## src/verilog/mm_pkg.sv

```systemverilog
/*
 * Shared constants and types for the integer matrix-multiply accelerator.
 * Import with a wildcard in the module header of any block that needs
 * the tile geometry, element widths or the row types.
 */

package mm_pkg;

  // Tile geometry and element widths
  localparam int unsigned TILE_N = 4;
  localparam int unsigned ELEM_W = 8;
  localparam int unsigned ACC_W  = 20;

  // Full-precision width of one signed operand product
  localparam int unsigned PROD_W = 2 * ELEM_W;

  // Stream buffering
  localparam int unsigned IN_FIFO_DEPTH  = 4;
  localparam int unsigned OUT_FIFO_DEPTH = 2;

  // Job length of 1 to 255 rows
  localparam int unsigned ROWS_W = 8;

  // Named signed elements keep their sign when picked out of a row
  typedef logic signed [ELEM_W-1:0] op_elem_t;
  typedef logic signed [ACC_W-1:0]  acc_elem_t;

  // One X or W row
  typedef op_elem_t [TILE_N-1:0] op_row_t;

  // One Y or Z row that wraps modulo 2^ACC_W
  typedef acc_elem_t [TILE_N-1:0] acc_row_t;

  // Weight tile indexed [k][j]
  typedef op_row_t [TILE_N-1:0] w_tile_t;

  // X row and its bias row issued together to the MAC array
  typedef struct packed {
    op_row_t  x;
    acc_row_t y;
  } issue_t;

endpackage : mm_pkg

```

## src/verilog/stream_fifo.sv

```systemverilog
/*
 * Valid/ready FIFO with a type parameter for its payload.
 * Circular buffer with read and write pointers and an occupancy count;
 * clear_i empties it. Used for the X, W, Y and Z row streams.
 */

`timescale 1ns/1ps

module stream_fifo
  import mm_pkg::*;
#(
  parameter type         T     = op_row_t,
  parameter int unsigned DEPTH = IN_FIFO_DEPTH
) (
  input  logic clk_i,
  input  logic arst_n_i,
  input  logic clear_i,
  input  logic push_valid_i,
  input  T     push_data_i,
  output logic push_ready_o,
  output logic pop_valid_o,
  output T     pop_data_o,
  input  logic pop_ready_i
);

  localparam int unsigned PTR_W = (DEPTH > 1) ? $clog2(DEPTH) : 1;
  localparam int unsigned CNT_W = $clog2(DEPTH + 1);

  T                 mem_q [DEPTH];
  logic [PTR_W-1:0] wr_ptr_q;
  logic [PTR_W-1:0] rd_ptr_q;
  logic [CNT_W-1:0] count_q;
  logic             push;
  logic             pop;

  function automatic logic [PTR_W-1:0] ptr_inc(input logic [PTR_W-1:0] ptr);
    return (ptr == PTR_W'(DEPTH - 1)) ? '0 : ptr + PTR_W'(1);
  endfunction

  assign pop_valid_o = (count_q != '0);
  assign pop_data_o  = mem_q[rd_ptr_q];

  // A full FIFO still accepts a push when the head leaves in the same cycle
  assign push_ready_o = (count_q != CNT_W'(DEPTH)) || pop_ready_i;

  assign push = push_valid_i && push_ready_o;
  assign pop  = pop_valid_o && pop_ready_i;

  always_ff @(posedge clk_i) begin
    if (push) begin
      mem_q[wr_ptr_q] <= push_data_i;
    end
  end

  always_ff @(posedge clk_i or negedge arst_n_i) begin
    if (!arst_n_i) begin
      wr_ptr_q <= '0;
      rd_ptr_q <= '0;
      count_q  <= '0;
    end else if (clear_i) begin
      wr_ptr_q <= '0;
      rd_ptr_q <= '0;
      count_q  <= '0;
    end else begin
      if (push) begin
        wr_ptr_q <= ptr_inc(wr_ptr_q);
      end
      if (pop) begin
        rd_ptr_q <= ptr_inc(rd_ptr_q);
      end
      case ({push, pop})
        2'b10:   count_q <= count_q + CNT_W'(1);
        2'b01:   count_q <= count_q - CNT_W'(1);
        default: count_q <= count_q;
      endcase
    end
  end

endmodule : stream_fifo

```

## src/verilog/w_buffer.sv

```systemverilog
/*
 * Weight tile buffer. Collects TILE_N W rows in order, then holds the
 * tile for the rest of the job. start_i restarts the fill at row 0.
 */

`timescale 1ns/1ps

module w_buffer
  import mm_pkg::*;
(
  input  logic    clk_i,
  input  logic    arst_n_i,
  input  logic    clear_i,
  input  logic    start_i,
  input  logic    load_i,
  input  op_row_t row_i,
  output w_tile_t w_tile_o,
  output logic    w_full_o
);

  localparam int unsigned IDX_W = $clog2(TILE_N);

  logic [IDX_W-1:0] fill_idx_q;
  logic             take;

  // Extra rows are refused once the tile is complete
  assign take = load_i && !w_full_o;

  always_ff @(posedge clk_i) begin
    if (take) begin
      w_tile_o[fill_idx_q] <= row_i;
    end
  end

  always_ff @(posedge clk_i or negedge arst_n_i) begin
    if (!arst_n_i) begin
      fill_idx_q <= '0;
      w_full_o   <= 1'b0;
    end else if (clear_i || start_i) begin
      fill_idx_q <= '0;
      w_full_o   <= 1'b0;
    end else if (take) begin
      fill_idx_q <= fill_idx_q + IDX_W'(1);
      // Last row of the tile stored
      if (fill_idx_q == IDX_W'(TILE_N - 1)) begin
        w_full_o <= 1'b1;
      end
    end
  end

endmodule : w_buffer

```

## src/verilog/mac_array.sv

```systemverilog
/*
 * Two-stage multiply-accumulate pipe for one Z row per issue.
 * Stage 1 registers all x[k]*W[k][j] products and the bias row, stage 2
 * registers the column sums plus bias and is the output register.
 * The whole pipe holds while the output row is not accepted.
 */

`timescale 1ns/1ps

module mac_array
  import mm_pkg::*;
(
  input  logic     clk_i,
  input  logic     arst_n_i,
  input  logic     clear_i,
  input  logic     in_valid_i,
  input  issue_t   in_i,
  output logic     in_ready_o,
  input  w_tile_t  w_tile_i,
  output logic     z_valid_o,
  output acc_row_t z_row_o,
  input  logic     z_ready_i
);

  logic                     stall;
  logic                     s1_valid_q;
  logic signed [PROD_W-1:0] s1_prod_q [TILE_N][TILE_N];
  acc_row_t                 s1_bias_q;
  acc_row_t                 z_sum;

  // Output row held and not taken freezes both stages
  assign stall      = z_valid_o && !z_ready_i;
  assign in_ready_o = !stall;

  // Stage 1 products indexed [k][j]
  always_ff @(posedge clk_i) begin
    if (!stall && in_valid_i) begin
      for (int k = 0; k < TILE_N; k++) begin
        for (int j = 0; j < TILE_N; j++) begin
          s1_prod_q[k][j] <= $signed(in_i.x[k]) * $signed(w_tile_i[k][j]);
        end
      end
      s1_bias_q <= in_i.y;
    end
  end

  // Column sums where the signed adds wrap at ACC_W bits
  always_comb begin
    acc_elem_t acc;
    for (int j = 0; j < TILE_N; j++) begin
      acc = s1_bias_q[j];
      for (int k = 0; k < TILE_N; k++) begin
        acc = acc + s1_prod_q[k][j];
      end
      z_sum[j] = acc;
    end
  end

  always_ff @(posedge clk_i) begin
    if (!stall && s1_valid_q) begin
      z_row_o <= z_sum;
    end
  end

  always_ff @(posedge clk_i or negedge arst_n_i) begin
    if (!arst_n_i) begin
      s1_valid_q <= 1'b0;
      z_valid_o  <= 1'b0;
    end else if (clear_i) begin
      s1_valid_q <= 1'b0;
      z_valid_o  <= 1'b0;
    end else if (!stall) begin
      s1_valid_q <= in_valid_i;
      z_valid_o  <= s1_valid_q;
    end
  end

endmodule : mac_array

```

## src/verilog/scheduler.sv

```systemverilog
/*
 * Job control FSM. A trigger while idle latches the row count and starts
 * the weight load, then X/Y rows are issued to the MAC array until the
 * job count is reached. The last accepted Z row ends the job with evt_o.
 */

`timescale 1ns/1ps

module scheduler
  import mm_pkg::*;
(
  input  logic              clk_i,
  input  logic              arst_n_i,
  input  logic              clear_i,
  input  logic              trigger_i,
  input  logic [ROWS_W-1:0] n_rows_i,
  input  logic              w_full_i,
  input  logic              x_valid_i,
  input  logic              y_valid_i,
  input  logic              mac_ready_i,
  input  logic              z_done_i,
  output logic              w_start_o,
  output logic              w_load_o,
  output logic              issue_o,
  output logic              busy_o,
  output logic              evt_o
);

  typedef enum logic [1:0] {
    IDLE,
    LOAD_W,
    RUN,
    DONE
  } state_e;

  state_e            state_q;
  state_e            state_d;
  logic [ROWS_W-1:0] n_rows_q;
  logic [ROWS_W-1:0] issued_q;
  logic [ROWS_W-1:0] done_q;
  logic              last_done;

  // Trigger only counts while idle
  assign w_start_o = (state_q == IDLE) && trigger_i;
  assign w_load_o  = (state_q == LOAD_W) && !w_full_i;

  // Issue strobe doubles as the X and Y pop
  assign issue_o = (state_q == RUN) && w_full_i && x_valid_i && y_valid_i &&
                   mac_ready_i && (issued_q != n_rows_q);

  assign last_done = (state_q == RUN) && z_done_i &&
                     (done_q == n_rows_q - ROWS_W'(1));

  assign busy_o = (state_q == LOAD_W) || (state_q == RUN);
  assign evt_o  = (state_q == DONE);

  always_comb begin
    state_d = state_q;
    case (state_q)
      IDLE:    if (trigger_i) state_d = LOAD_W;
      LOAD_W:  if (w_full_i) state_d = RUN;
      RUN:     if (last_done) state_d = DONE;
      DONE:    state_d = IDLE;
      default: state_d = IDLE;
    endcase
  end

  always_ff @(posedge clk_i or negedge arst_n_i) begin
    if (!arst_n_i) begin
      state_q  <= IDLE;
      n_rows_q <= '0;
      issued_q <= '0;
      done_q   <= '0;
    end else if (clear_i) begin
      // Aborts a running job without an event
      state_q  <= IDLE;
      n_rows_q <= '0;
      issued_q <= '0;
      done_q   <= '0;
    end else begin
      state_q <= state_d;
      if (w_start_o) begin
        n_rows_q <= n_rows_i;
        issued_q <= '0;
        done_q   <= '0;
      end else begin
        if (issue_o) begin
          issued_q <= issued_q + ROWS_W'(1);
        end
        if ((state_q == RUN) && z_done_i) begin
          done_q <= done_q + ROWS_W'(1);
        end
      end
    end
  end

endmodule : scheduler

```

## src/verilog/mm_top.sv

```systemverilog
/*
 * Matrix-multiply accelerator top level, Z = X*W + Y per row.
 * Stream FIFOs on X, W, Y and Z, a weight tile buffer, the job scheduler
 * and the MAC array. soft_clear_i empties everything and aborts a job.
 */

`timescale 1ns/1ps

module mm_top
  import mm_pkg::*;
(
  input  logic              clk_i,
  input  logic              arst_n_i,
  input  logic              x_valid_i,
  input  op_row_t           x_data_i,
  output logic              x_ready_o,
  input  logic              w_valid_i,
  input  op_row_t           w_data_i,
  output logic              w_ready_o,
  input  logic              y_valid_i,
  input  acc_row_t          y_data_i,
  output logic              y_ready_o,
  output logic              z_valid_o,
  output acc_row_t          z_data_o,
  input  logic              z_ready_i,
  input  logic              trigger_i,
  input  logic [ROWS_W-1:0] n_rows_i,
  input  logic              soft_clear_i,
  output logic              busy_o,
  output logic              evt_o
);

  op_row_t  x_head;
  op_row_t  w_head;
  acc_row_t y_head;
  logic     x_head_valid;
  logic     w_head_valid;
  logic     y_head_valid;
  issue_t   issue;
  logic     issue_valid;
  w_tile_t  w_tile;
  logic     w_full;
  logic     w_start;
  logic     w_load;
  logic     w_take;
  logic     mac_ready;
  logic     z_push_valid;
  acc_row_t z_push_row;
  logic     z_push_ready;
  logic     z_done;

  assign issue.x = x_head;
  assign issue.y = y_head;
  assign w_take  = w_load && w_head_valid;
  assign z_done  = z_push_valid && z_push_ready;

  stream_fifo #(
    .T     ( op_row_t      ),
    .DEPTH ( IN_FIFO_DEPTH )
  ) i_x_fifo (
    .clk_i        ( clk_i        ),
    .arst_n_i     ( arst_n_i     ),
    .clear_i      ( soft_clear_i ),
    .push_valid_i ( x_valid_i    ),
    .push_data_i  ( x_data_i     ),
    .push_ready_o ( x_ready_o    ),
    .pop_valid_o  ( x_head_valid ),
    .pop_data_o   ( x_head       ),
    .pop_ready_i  ( issue_valid  )
  );

  stream_fifo #(
    .T     ( op_row_t      ),
    .DEPTH ( IN_FIFO_DEPTH )
  ) i_w_fifo (
    .clk_i        ( clk_i        ),
    .arst_n_i     ( arst_n_i     ),
    .clear_i      ( soft_clear_i ),
    .push_valid_i ( w_valid_i    ),
    .push_data_i  ( w_data_i     ),
    .push_ready_o ( w_ready_o    ),
    .pop_valid_o  ( w_head_valid ),
    .pop_data_o   ( w_head       ),
    .pop_ready_i  ( w_load       )
  );

  stream_fifo #(
    .T     ( acc_row_t     ),
    .DEPTH ( IN_FIFO_DEPTH )
  ) i_y_fifo (
    .clk_i        ( clk_i        ),
    .arst_n_i     ( arst_n_i     ),
    .clear_i      ( soft_clear_i ),
    .push_valid_i ( y_valid_i    ),
    .push_data_i  ( y_data_i     ),
    .push_ready_o ( y_ready_o    ),
    .pop_valid_o  ( y_head_valid ),
    .pop_data_o   ( y_head       ),
    .pop_ready_i  ( issue_valid  )
  );

  stream_fifo #(
    .T     ( acc_row_t      ),
    .DEPTH ( OUT_FIFO_DEPTH )
  ) i_z_fifo (
    .clk_i        ( clk_i        ),
    .arst_n_i     ( arst_n_i     ),
    .clear_i      ( soft_clear_i ),
    .push_valid_i ( z_push_valid ),
    .push_data_i  ( z_push_row   ),
    .push_ready_o ( z_push_ready ),
    .pop_valid_o  ( z_valid_o    ),
    .pop_data_o   ( z_data_o     ),
    .pop_ready_i  ( z_ready_i    )
  );

  w_buffer i_w_buffer (
    .clk_i    ( clk_i        ),
    .arst_n_i ( arst_n_i     ),
    .clear_i  ( soft_clear_i ),
    .start_i  ( w_start      ),
    .load_i   ( w_take       ),
    .row_i    ( w_head       ),
    .w_tile_o ( w_tile       ),
    .w_full_o ( w_full       )
  );

  scheduler i_scheduler (
    .clk_i       ( clk_i        ),
    .arst_n_i    ( arst_n_i     ),
    .clear_i     ( soft_clear_i ),
    .trigger_i   ( trigger_i    ),
    .n_rows_i    ( n_rows_i     ),
    .w_full_i    ( w_full       ),
    .x_valid_i   ( x_head_valid ),
    .y_valid_i   ( y_head_valid ),
    .mac_ready_i ( mac_ready    ),
    .z_done_i    ( z_done       ),
    .w_start_o   ( w_start      ),
    .w_load_o    ( w_load       ),
    .issue_o     ( issue_valid  ),
    .busy_o      ( busy_o       ),
    .evt_o       ( evt_o        )
  );

  mac_array i_mac_array (
    .clk_i      ( clk_i        ),
    .arst_n_i   ( arst_n_i     ),
    .clear_i    ( soft_clear_i ),
    .in_valid_i ( issue_valid  ),
    .in_i       ( issue        ),
    .in_ready_o ( mac_ready    ),
    .w_tile_i   ( w_tile       ),
    .z_valid_o  ( z_push_valid ),
    .z_row_o    ( z_push_row   ),
    .z_ready_i  ( z_push_ready )
  );

endmodule : mm_top

```

## config.mk

```make
export PLATFORM = sky130hd
export DESIGN_NAME = mm_top
export DESIGN_NICKNAME = d
export VERILOG_FILES = /design/src/verilog/mm_pkg.sv /design/src/verilog/stream_fifo.sv /design/src/verilog/w_buffer.sv /design/src/verilog/mac_array.sv /design/src/verilog/scheduler.sv /design/src/verilog/mm_top.sv
export SDC_FILE = /design/constraint.sdc
export NUM_CORES = 2
export LEC_CHECK = 0
export BUFFER_PORTS_ARGS = -buffer_cell sky130_fd_sc_hd__buf_2
export CAP_MARGIN = 20
export CORE_MARGIN = 1
export CORE_UTILIZATION = 30
export CTS_CLUSTER_SIZE = 20
export DETAILED_ROUTE_END_ITERATION = 10
export SYNTH_ARGS = -nofsm -noshare
export SYNTH_HDL_FRONTEND = slang
export SYNTH_SLANG_ARGS = --single-unit
```

## constraint.sdc

```tcl
create_clock -name clk_i -period 8.7 [get_ports clk_i]
set_input_delay 1.74 -clock clk_i [delete_from_list [all_inputs] [get_ports clk_i]]
set_output_delay 1.74 -clock clk_i [all_outputs]
set_load 0.02 [all_outputs]
```

# Yosys cells after proc, flatten, opt, wreduce, memory -nomap -nowiden
# Memory sizes are Yosys's and may differ from the RTL's. A register that Yosys moved wholly into a read port is not among the register bits.
# Cells that the tools add are included.
# W data, S select, Z words.
[classes]
multipliers = 16
order_cmp = 2
n_mux = 67
eq_ne = 28
n_addsub = 36
reduce_logical = 55
[ops]
columns = ["operator", "n"]
rows = [
  ["$add A20 B16 Y20", 16],
  ["$mul A8 B8 Y16", 16],
  ["$bwmux W128", 1],
  ["$demux W32 S2", 1],
  ["$mux W8", 8],
  ["$mux W2", 25],
  ["$mux W32", 1],
  ["$reduce_bool A3 Y1", 9],
  ["$eq A2 B2 Y1 const B", 13],
  ["$reduce_bool A2 Y1", 12],
  ["$mux W1", 23],
  ["$logic_and A1 B1 Y1", 22],
  ["$pmux W3 S2", 3],
  ["$add A2 B1 Y2 const B", 8],
  ["$add A8 B1 Y8 const B", 2],
  ["$ne A3 B3 Y1 const B", 5],
  ["$eq A2 B1 Y1 const B", 5],
  ["$add A3 B1 Y3 const B", 3],
  ["$mux W3", 3],
  ["$sub A3 B1 Y3 const B", 3],
  ["$eq A8 B8 Y1", 1],
  ["$ne A8 B8 Y1", 1],
  ["$pmux W2 S4", 1],
  ["$sub A8 B1 Y8 const B", 1],
  ["12 further kinds", 21],
]
[totals]
elab_cells = 249
out_inout_bits = 86
mem_bits_rw = 992
in_bits = 160
memories = 5
register_bits = 264
[memory_table]
columns = ["name", "depth", "word_bits", "rd", "rd_ports_with_merged_regs", "write_ports", "line", "source"]
rows = [
  ["i_y_fifo.mem_q", 4, 80, 1, 1, 1, "stream_fifo.sv:29", "T mem_q [DEPTH];"],
  ["i_mac_array.s1_prod_q", 4, 64, 4, 0, 4, "mac_array.sv:27", "logic signed [PROD_W-1:0] s1_prod_q [TILE_N][TILE_N];"],
  ["i_z_fifo.mem_q", 2, 80, 1, 0, 1, "stream_fifo.sv:29", ""],
  ["i_w_fifo.mem_q", 4, 32, 1, 0, 1, "stream_fifo.sv:29", ""],
  ["i_x_fifo.mem_q", 4, 32, 1, 0, 1, "stream_fifo.sv:29", ""],
]

# Logic depth before layout (Yosys ltp)
[logic_depth]
word_depth = 12
mapped_depth = 24
ltp_nobuf = 20

# By module
# From an unflattened synthesis, not the netlist that was laid out.
[hier_totals]
hier_cells = 7785
hier_area_um2 = 96796.6
[modules_own_cells]
columns = ["mod", "instances", "cells_per_inst", "seq_area_each_um2", "area_per_inst_um2"]
rows = [
  ["mac_array", 1, 6231, 12542.0, 62630.1],
  ["stream_fifo at i_y_fifo", 1, 481, 9784.4, 12089.1],
  ["stream_fifo at i_w_fifo ...", 2, 230, 4018.9, 5173.7],
  ["stream_fifo at i_z_fifo", 1, 274, 4904.7, 5989.5],
  ["w_buffer", 1, 149, 3918.8, 4058.9],
  ["scheduler", 1, 188, 650.6, 1669.1],
  ["mm_top", 1, 2, 0.0, 12.5],
]

# Worst setup path before layout
# OpenSTA, ideal clock, no wires.
[synth_path]
path_kind = "input to output"
startpoint = "in z_ready_i"
endpoint = "out x_ready_o"
required_time_ns = 6.960
slack_ns = 0.009
arrival_time_ns = 6.951
stages = 5
n_path_buf = 2
path_cell_list = "nor4b_2 > nor4_1 > buf_2 > buf_2 > or2_2"
[synth_via]
elab_chain_len = 7
[synth_lines]
columns = ["item", "line", "source"]
rows = [
  ["start: declaration", "mm_top.sv:25", "input logic z_ready_i,"],
  ["$logic_or A1 B1 Y1", "stream_fifo.sv:44", "assign push_ready_o = (count_q != CNT_W'(DEPTH)) || pop_ready_i;"],
  ["$logic_not A1 Y1", "mac_array.sv:32", "assign stall = z_valid_o && !z_ready_i;"],
  ["$logic_and A1 B1 Y1", "mac_array.sv:32", ""],
  ["$logic_not A1 Y1", "mac_array.sv:33", "assign in_ready_o = !stall;"],
  ["$logic_and A1 B1 Y1", "scheduler.sv:48", "assign issue_o = (state_q == RUN) && w_full_i && x_valid_i && y_valid_i &&"],
  ["$logic_and A1 B1 Y1", "scheduler.sv:49", "mac_ready_i && (issued_q != n_rows_q);"],
  ["$logic_or A1 B1 Y1", "stream_fifo.sv:44", ""],
  ["end: declaration", "mm_top.sv:16", "output logic x_ready_o,"],
]
# No other way between the ends.

==> run metrics <==
WP data arrival 7.34 ns; EDFF count, synth 1280; core box area 312000 µm²; Pleak 43.2 nW; Hold Crit Endpoint i_z_fifo.mem_q[0][8]; wire per inst 19.2 µm; routed vias/inst 4.49; maximum vdd drop 0.310 mV; Flop pwr share 29.2%; asr flop ratio synth 4.19%; dpl hpwl 174 mm; Post-Syn Area 93900 µm²; critical path's top delay family adder cells; PnR worst setup slack 1.98 ns; Yosys cell types 67; P_sw 10.6 mW; Gate Count Post-Synth 7242; CP Buf/Inv Count 5; DRC violations left 0; Die W 561 µm; combinational power share 46.5%; Final Slew Violations 0; Setup crit start kind flip-flop; I/O pins 246; Crit Reg-Reg Endpoint i_mac_array.s1_prod_q[3][62]; row cnt 205; Setup Skew 0.0940 ns; commonest non-fill, non-tap cell in the layout inv_1; drt first-iter violations 3138; Detailed Routing Iterations Pass 1 5; CTS-repair resized insts 0; Sum Neg Setup Slack 0 ns; Synth area leaders edfxtp_1, fa_1, ha_1; CP Data Required Time 9.33 ns; r2r setup slk 1.98 ns; smallest hold slack 0.447 ns; RSZ-0062 raised after global routing no; CTS max path bufs 4; Layout Nets 9374; R2R Path Start i_x_fifo.rd_ptr_q[0]; Hold Path Class reg2reg; hold path start i_mac_array.z_row_o[8]; Total GRT Usage 14.6%; final hold violations 0; Crit path largest cell delay 0.93 ns; fin crit share 77.2%; clock latency at the later pin of the worst-skew pair 0.84 ns; Final setup violation count 0; Port Buffer Count 245; Starting Density 30.1%; status completed; most frequent cells in the layout inv_1, edfxtp_1, fa_1; ratio of cells with drive above 1 in the final layout 10.6%; Clock power frac 24.4%; cell area power density 267 nW/µm²; post-cts hold buffer count 0; H-tree depth 4; initial antenna violation count 71; dpl ws 1.95 ns; syn avg cell area 13.0 µm²; CTS sink count 1336; CP cell instances buf_4 > mux4_2 > and2_1 > fa_1 > inv_1 > fa_1 > inv_1 > fa_1 > inv_1 > fa_1 > inv_1 > ha_1 > o21ai_0 > a21boi_0 > o21ai_0 > a21oi_1 > o21ai_0 > or4b_1 > o311ai_0; CTS Root Cell clkbuf_16; R2R depth 19; Crit Path Category reg2reg; die area 315000 µm²; Mapped Nets 9072; internal power 17.5 mW; post-CTS setup buffer count 0; flops & latches, synth 1336; largest net degree at the start of global routing 102; synth warn 0; Worst-path clk slew 0.06 ns; relative slew slack 26.1%; Layout area overhead 12.4%; Worst path slowest cell dfrtp_2; Worst Tran Pin Value 1.11 ns; gpl congestion 0.856; WP depth 19; ys flop type edfxtp_1; largest fanout on the critical path 32; CTS Buf Count 161; cell type with the largest total area after synthesis edfxtp_1; Max-Cap Viols 0; ANT nets after route 0; Seq/Total Area, Yosys 42.4%; via count 53146; critical path capture point type flip-flop; CTS tree built; height of the die 561 µm; first-pass GRT wire length 350 mm; WL final 227 mm; Fmax 149 MHz; WHS Path Cells 0; post-synth top area share 40.9%; vias in the first global route 57816; min Tclk post-route 6.72 ns; switching part of the total power 37.9%; total congestion overflow 0
-- cell families after synthesis --
| kind of cell | synth area share [%] |
|---|---|
| adder cells (fa/ha/maj) | 31.0 |
| buffers and inverters | 6.47 |
| AND/OR/NAND/NOR | 8.85 |
| flip-flops | 42.4 |
| AO/OA/AOI/OAI | 3.06 |
| XOR/XNOR | 3.38 |
| multiplexers | 4.81 |
-- sequential cells by signal (all words and copies together) (netlist names), 3 cells and up --
| signal | cells |
|---|---|
| i_y_fifo.mem_q | 320 |
| i_mac_array.s1_prod_q | 256 |
| i_z_fifo.mem_q | 160 |
| i_w_buffer.w_tile_o | 128 |
| i_w_fifo.mem_q | 128 |
| i_x_fifo.mem_q | 128 |
| i_mac_array.s1_bias_q | 80 |
| i_mac_array.z_row_o | 80 |
| i_scheduler.done_q | 8 |
| i_scheduler.issued_q | 8 |
| i_scheduler.n_rows_q | 8 |
| i_w_fifo.count_q | 3 |
| i_x_fifo.count_q | 3 |
| i_y_fifo.count_q | 3 |
-- Yosys cell counts, drive strengths merged, types with 73 or more instances --
| cell | count |
|---|---|
| a21oi | 162 |
| nor2b | 140 |
| nand2 | 356 |
| clkbuf | 132 |
| and2 | 685 |
| ha | 575 |
| xor2 | 73 |
| nor2 | 192 |
| o21ai | 95 |
| mux2 | 96 |
| fa | 1095 |
| edfxtp | 1280 |
| xnor2 | 289 |
| mux4 | 144 |
| inv | 1455 |
-- power by group through the flow --
stage          clock network, mW  logic, mW  registers [mW]
2_1_floorplan                  0       9.42            8.26
3_3_place_gp                   0       13.0            8.32
3_5_place_dp                   0       13.2            8.33
4_1_cts                     7.03       13.4            8.20
5_1_grt                     7.25       14.9            8.22
6_report                    6.85       13.1            8.20
-- per-stage QoR --
step	cells	power [mW]	util [%]	area (µm²)
final	11827	28.1	33.9	106000
after global placement	11520	21.4	32.1	100000
after detailed placement	11520	21.5	32.1	100000
after floorplan	7242	17.7	-	93900
after global routing	11807	30.4	33.8	105000
after CTS	11802	28.6	33.8	105000
-- layer usage --
layer / global-route usage [%] / wire [µm] / vias to the layer above
met5: 0 / 331 / -
met1: 19.2 / 98000 / 27580
li1: - / - / 24118
met2: 24.1 / 107000 / 1077
met4: 3.45 / 5310 / 52
met3: 3.83 / 16500 / 319
-- how the worst max path moves through the flow --
stage                         startpoint                            to  slack [ns]
CTS                 i_x_fifo.rd_ptr_q[0]  i_mac_array.s1_prod_q[3][30]        1.96
finish              i_x_fifo.rd_ptr_q[0]  i_mac_array.s1_prod_q[3][62]        1.98
global placement    i_x_fifo.rd_ptr_q[0]  i_mac_array.s1_prod_q[3][30]        2.03
detailed placement  i_x_fifo.rd_ptr_q[0]  i_mac_array.s1_prod_q[3][62]        1.95
global route        i_x_fifo.rd_ptr_q[0]  i_mac_array.s1_prod_q[3][62]        1.54
floorplan                      z_ready_i                     x_ready_o       0.009
-- cell type report --
cell class / instances / area (µm²)
Multi-Input combinational cell: 4294 / 48000
Inverter: 1455 / 5460
Sequential cell: 1336 / 39900
Tap cell: 4140 / 5180
Fill cell: 30433 / 206000
Clock buffer: 187 / 4180
Antenna cell: 24 / 60.1
Timing Repair Buffer: 296 / 1650
Clock inverter: 95 / 1130
Power figures use the tool's default switching activity.
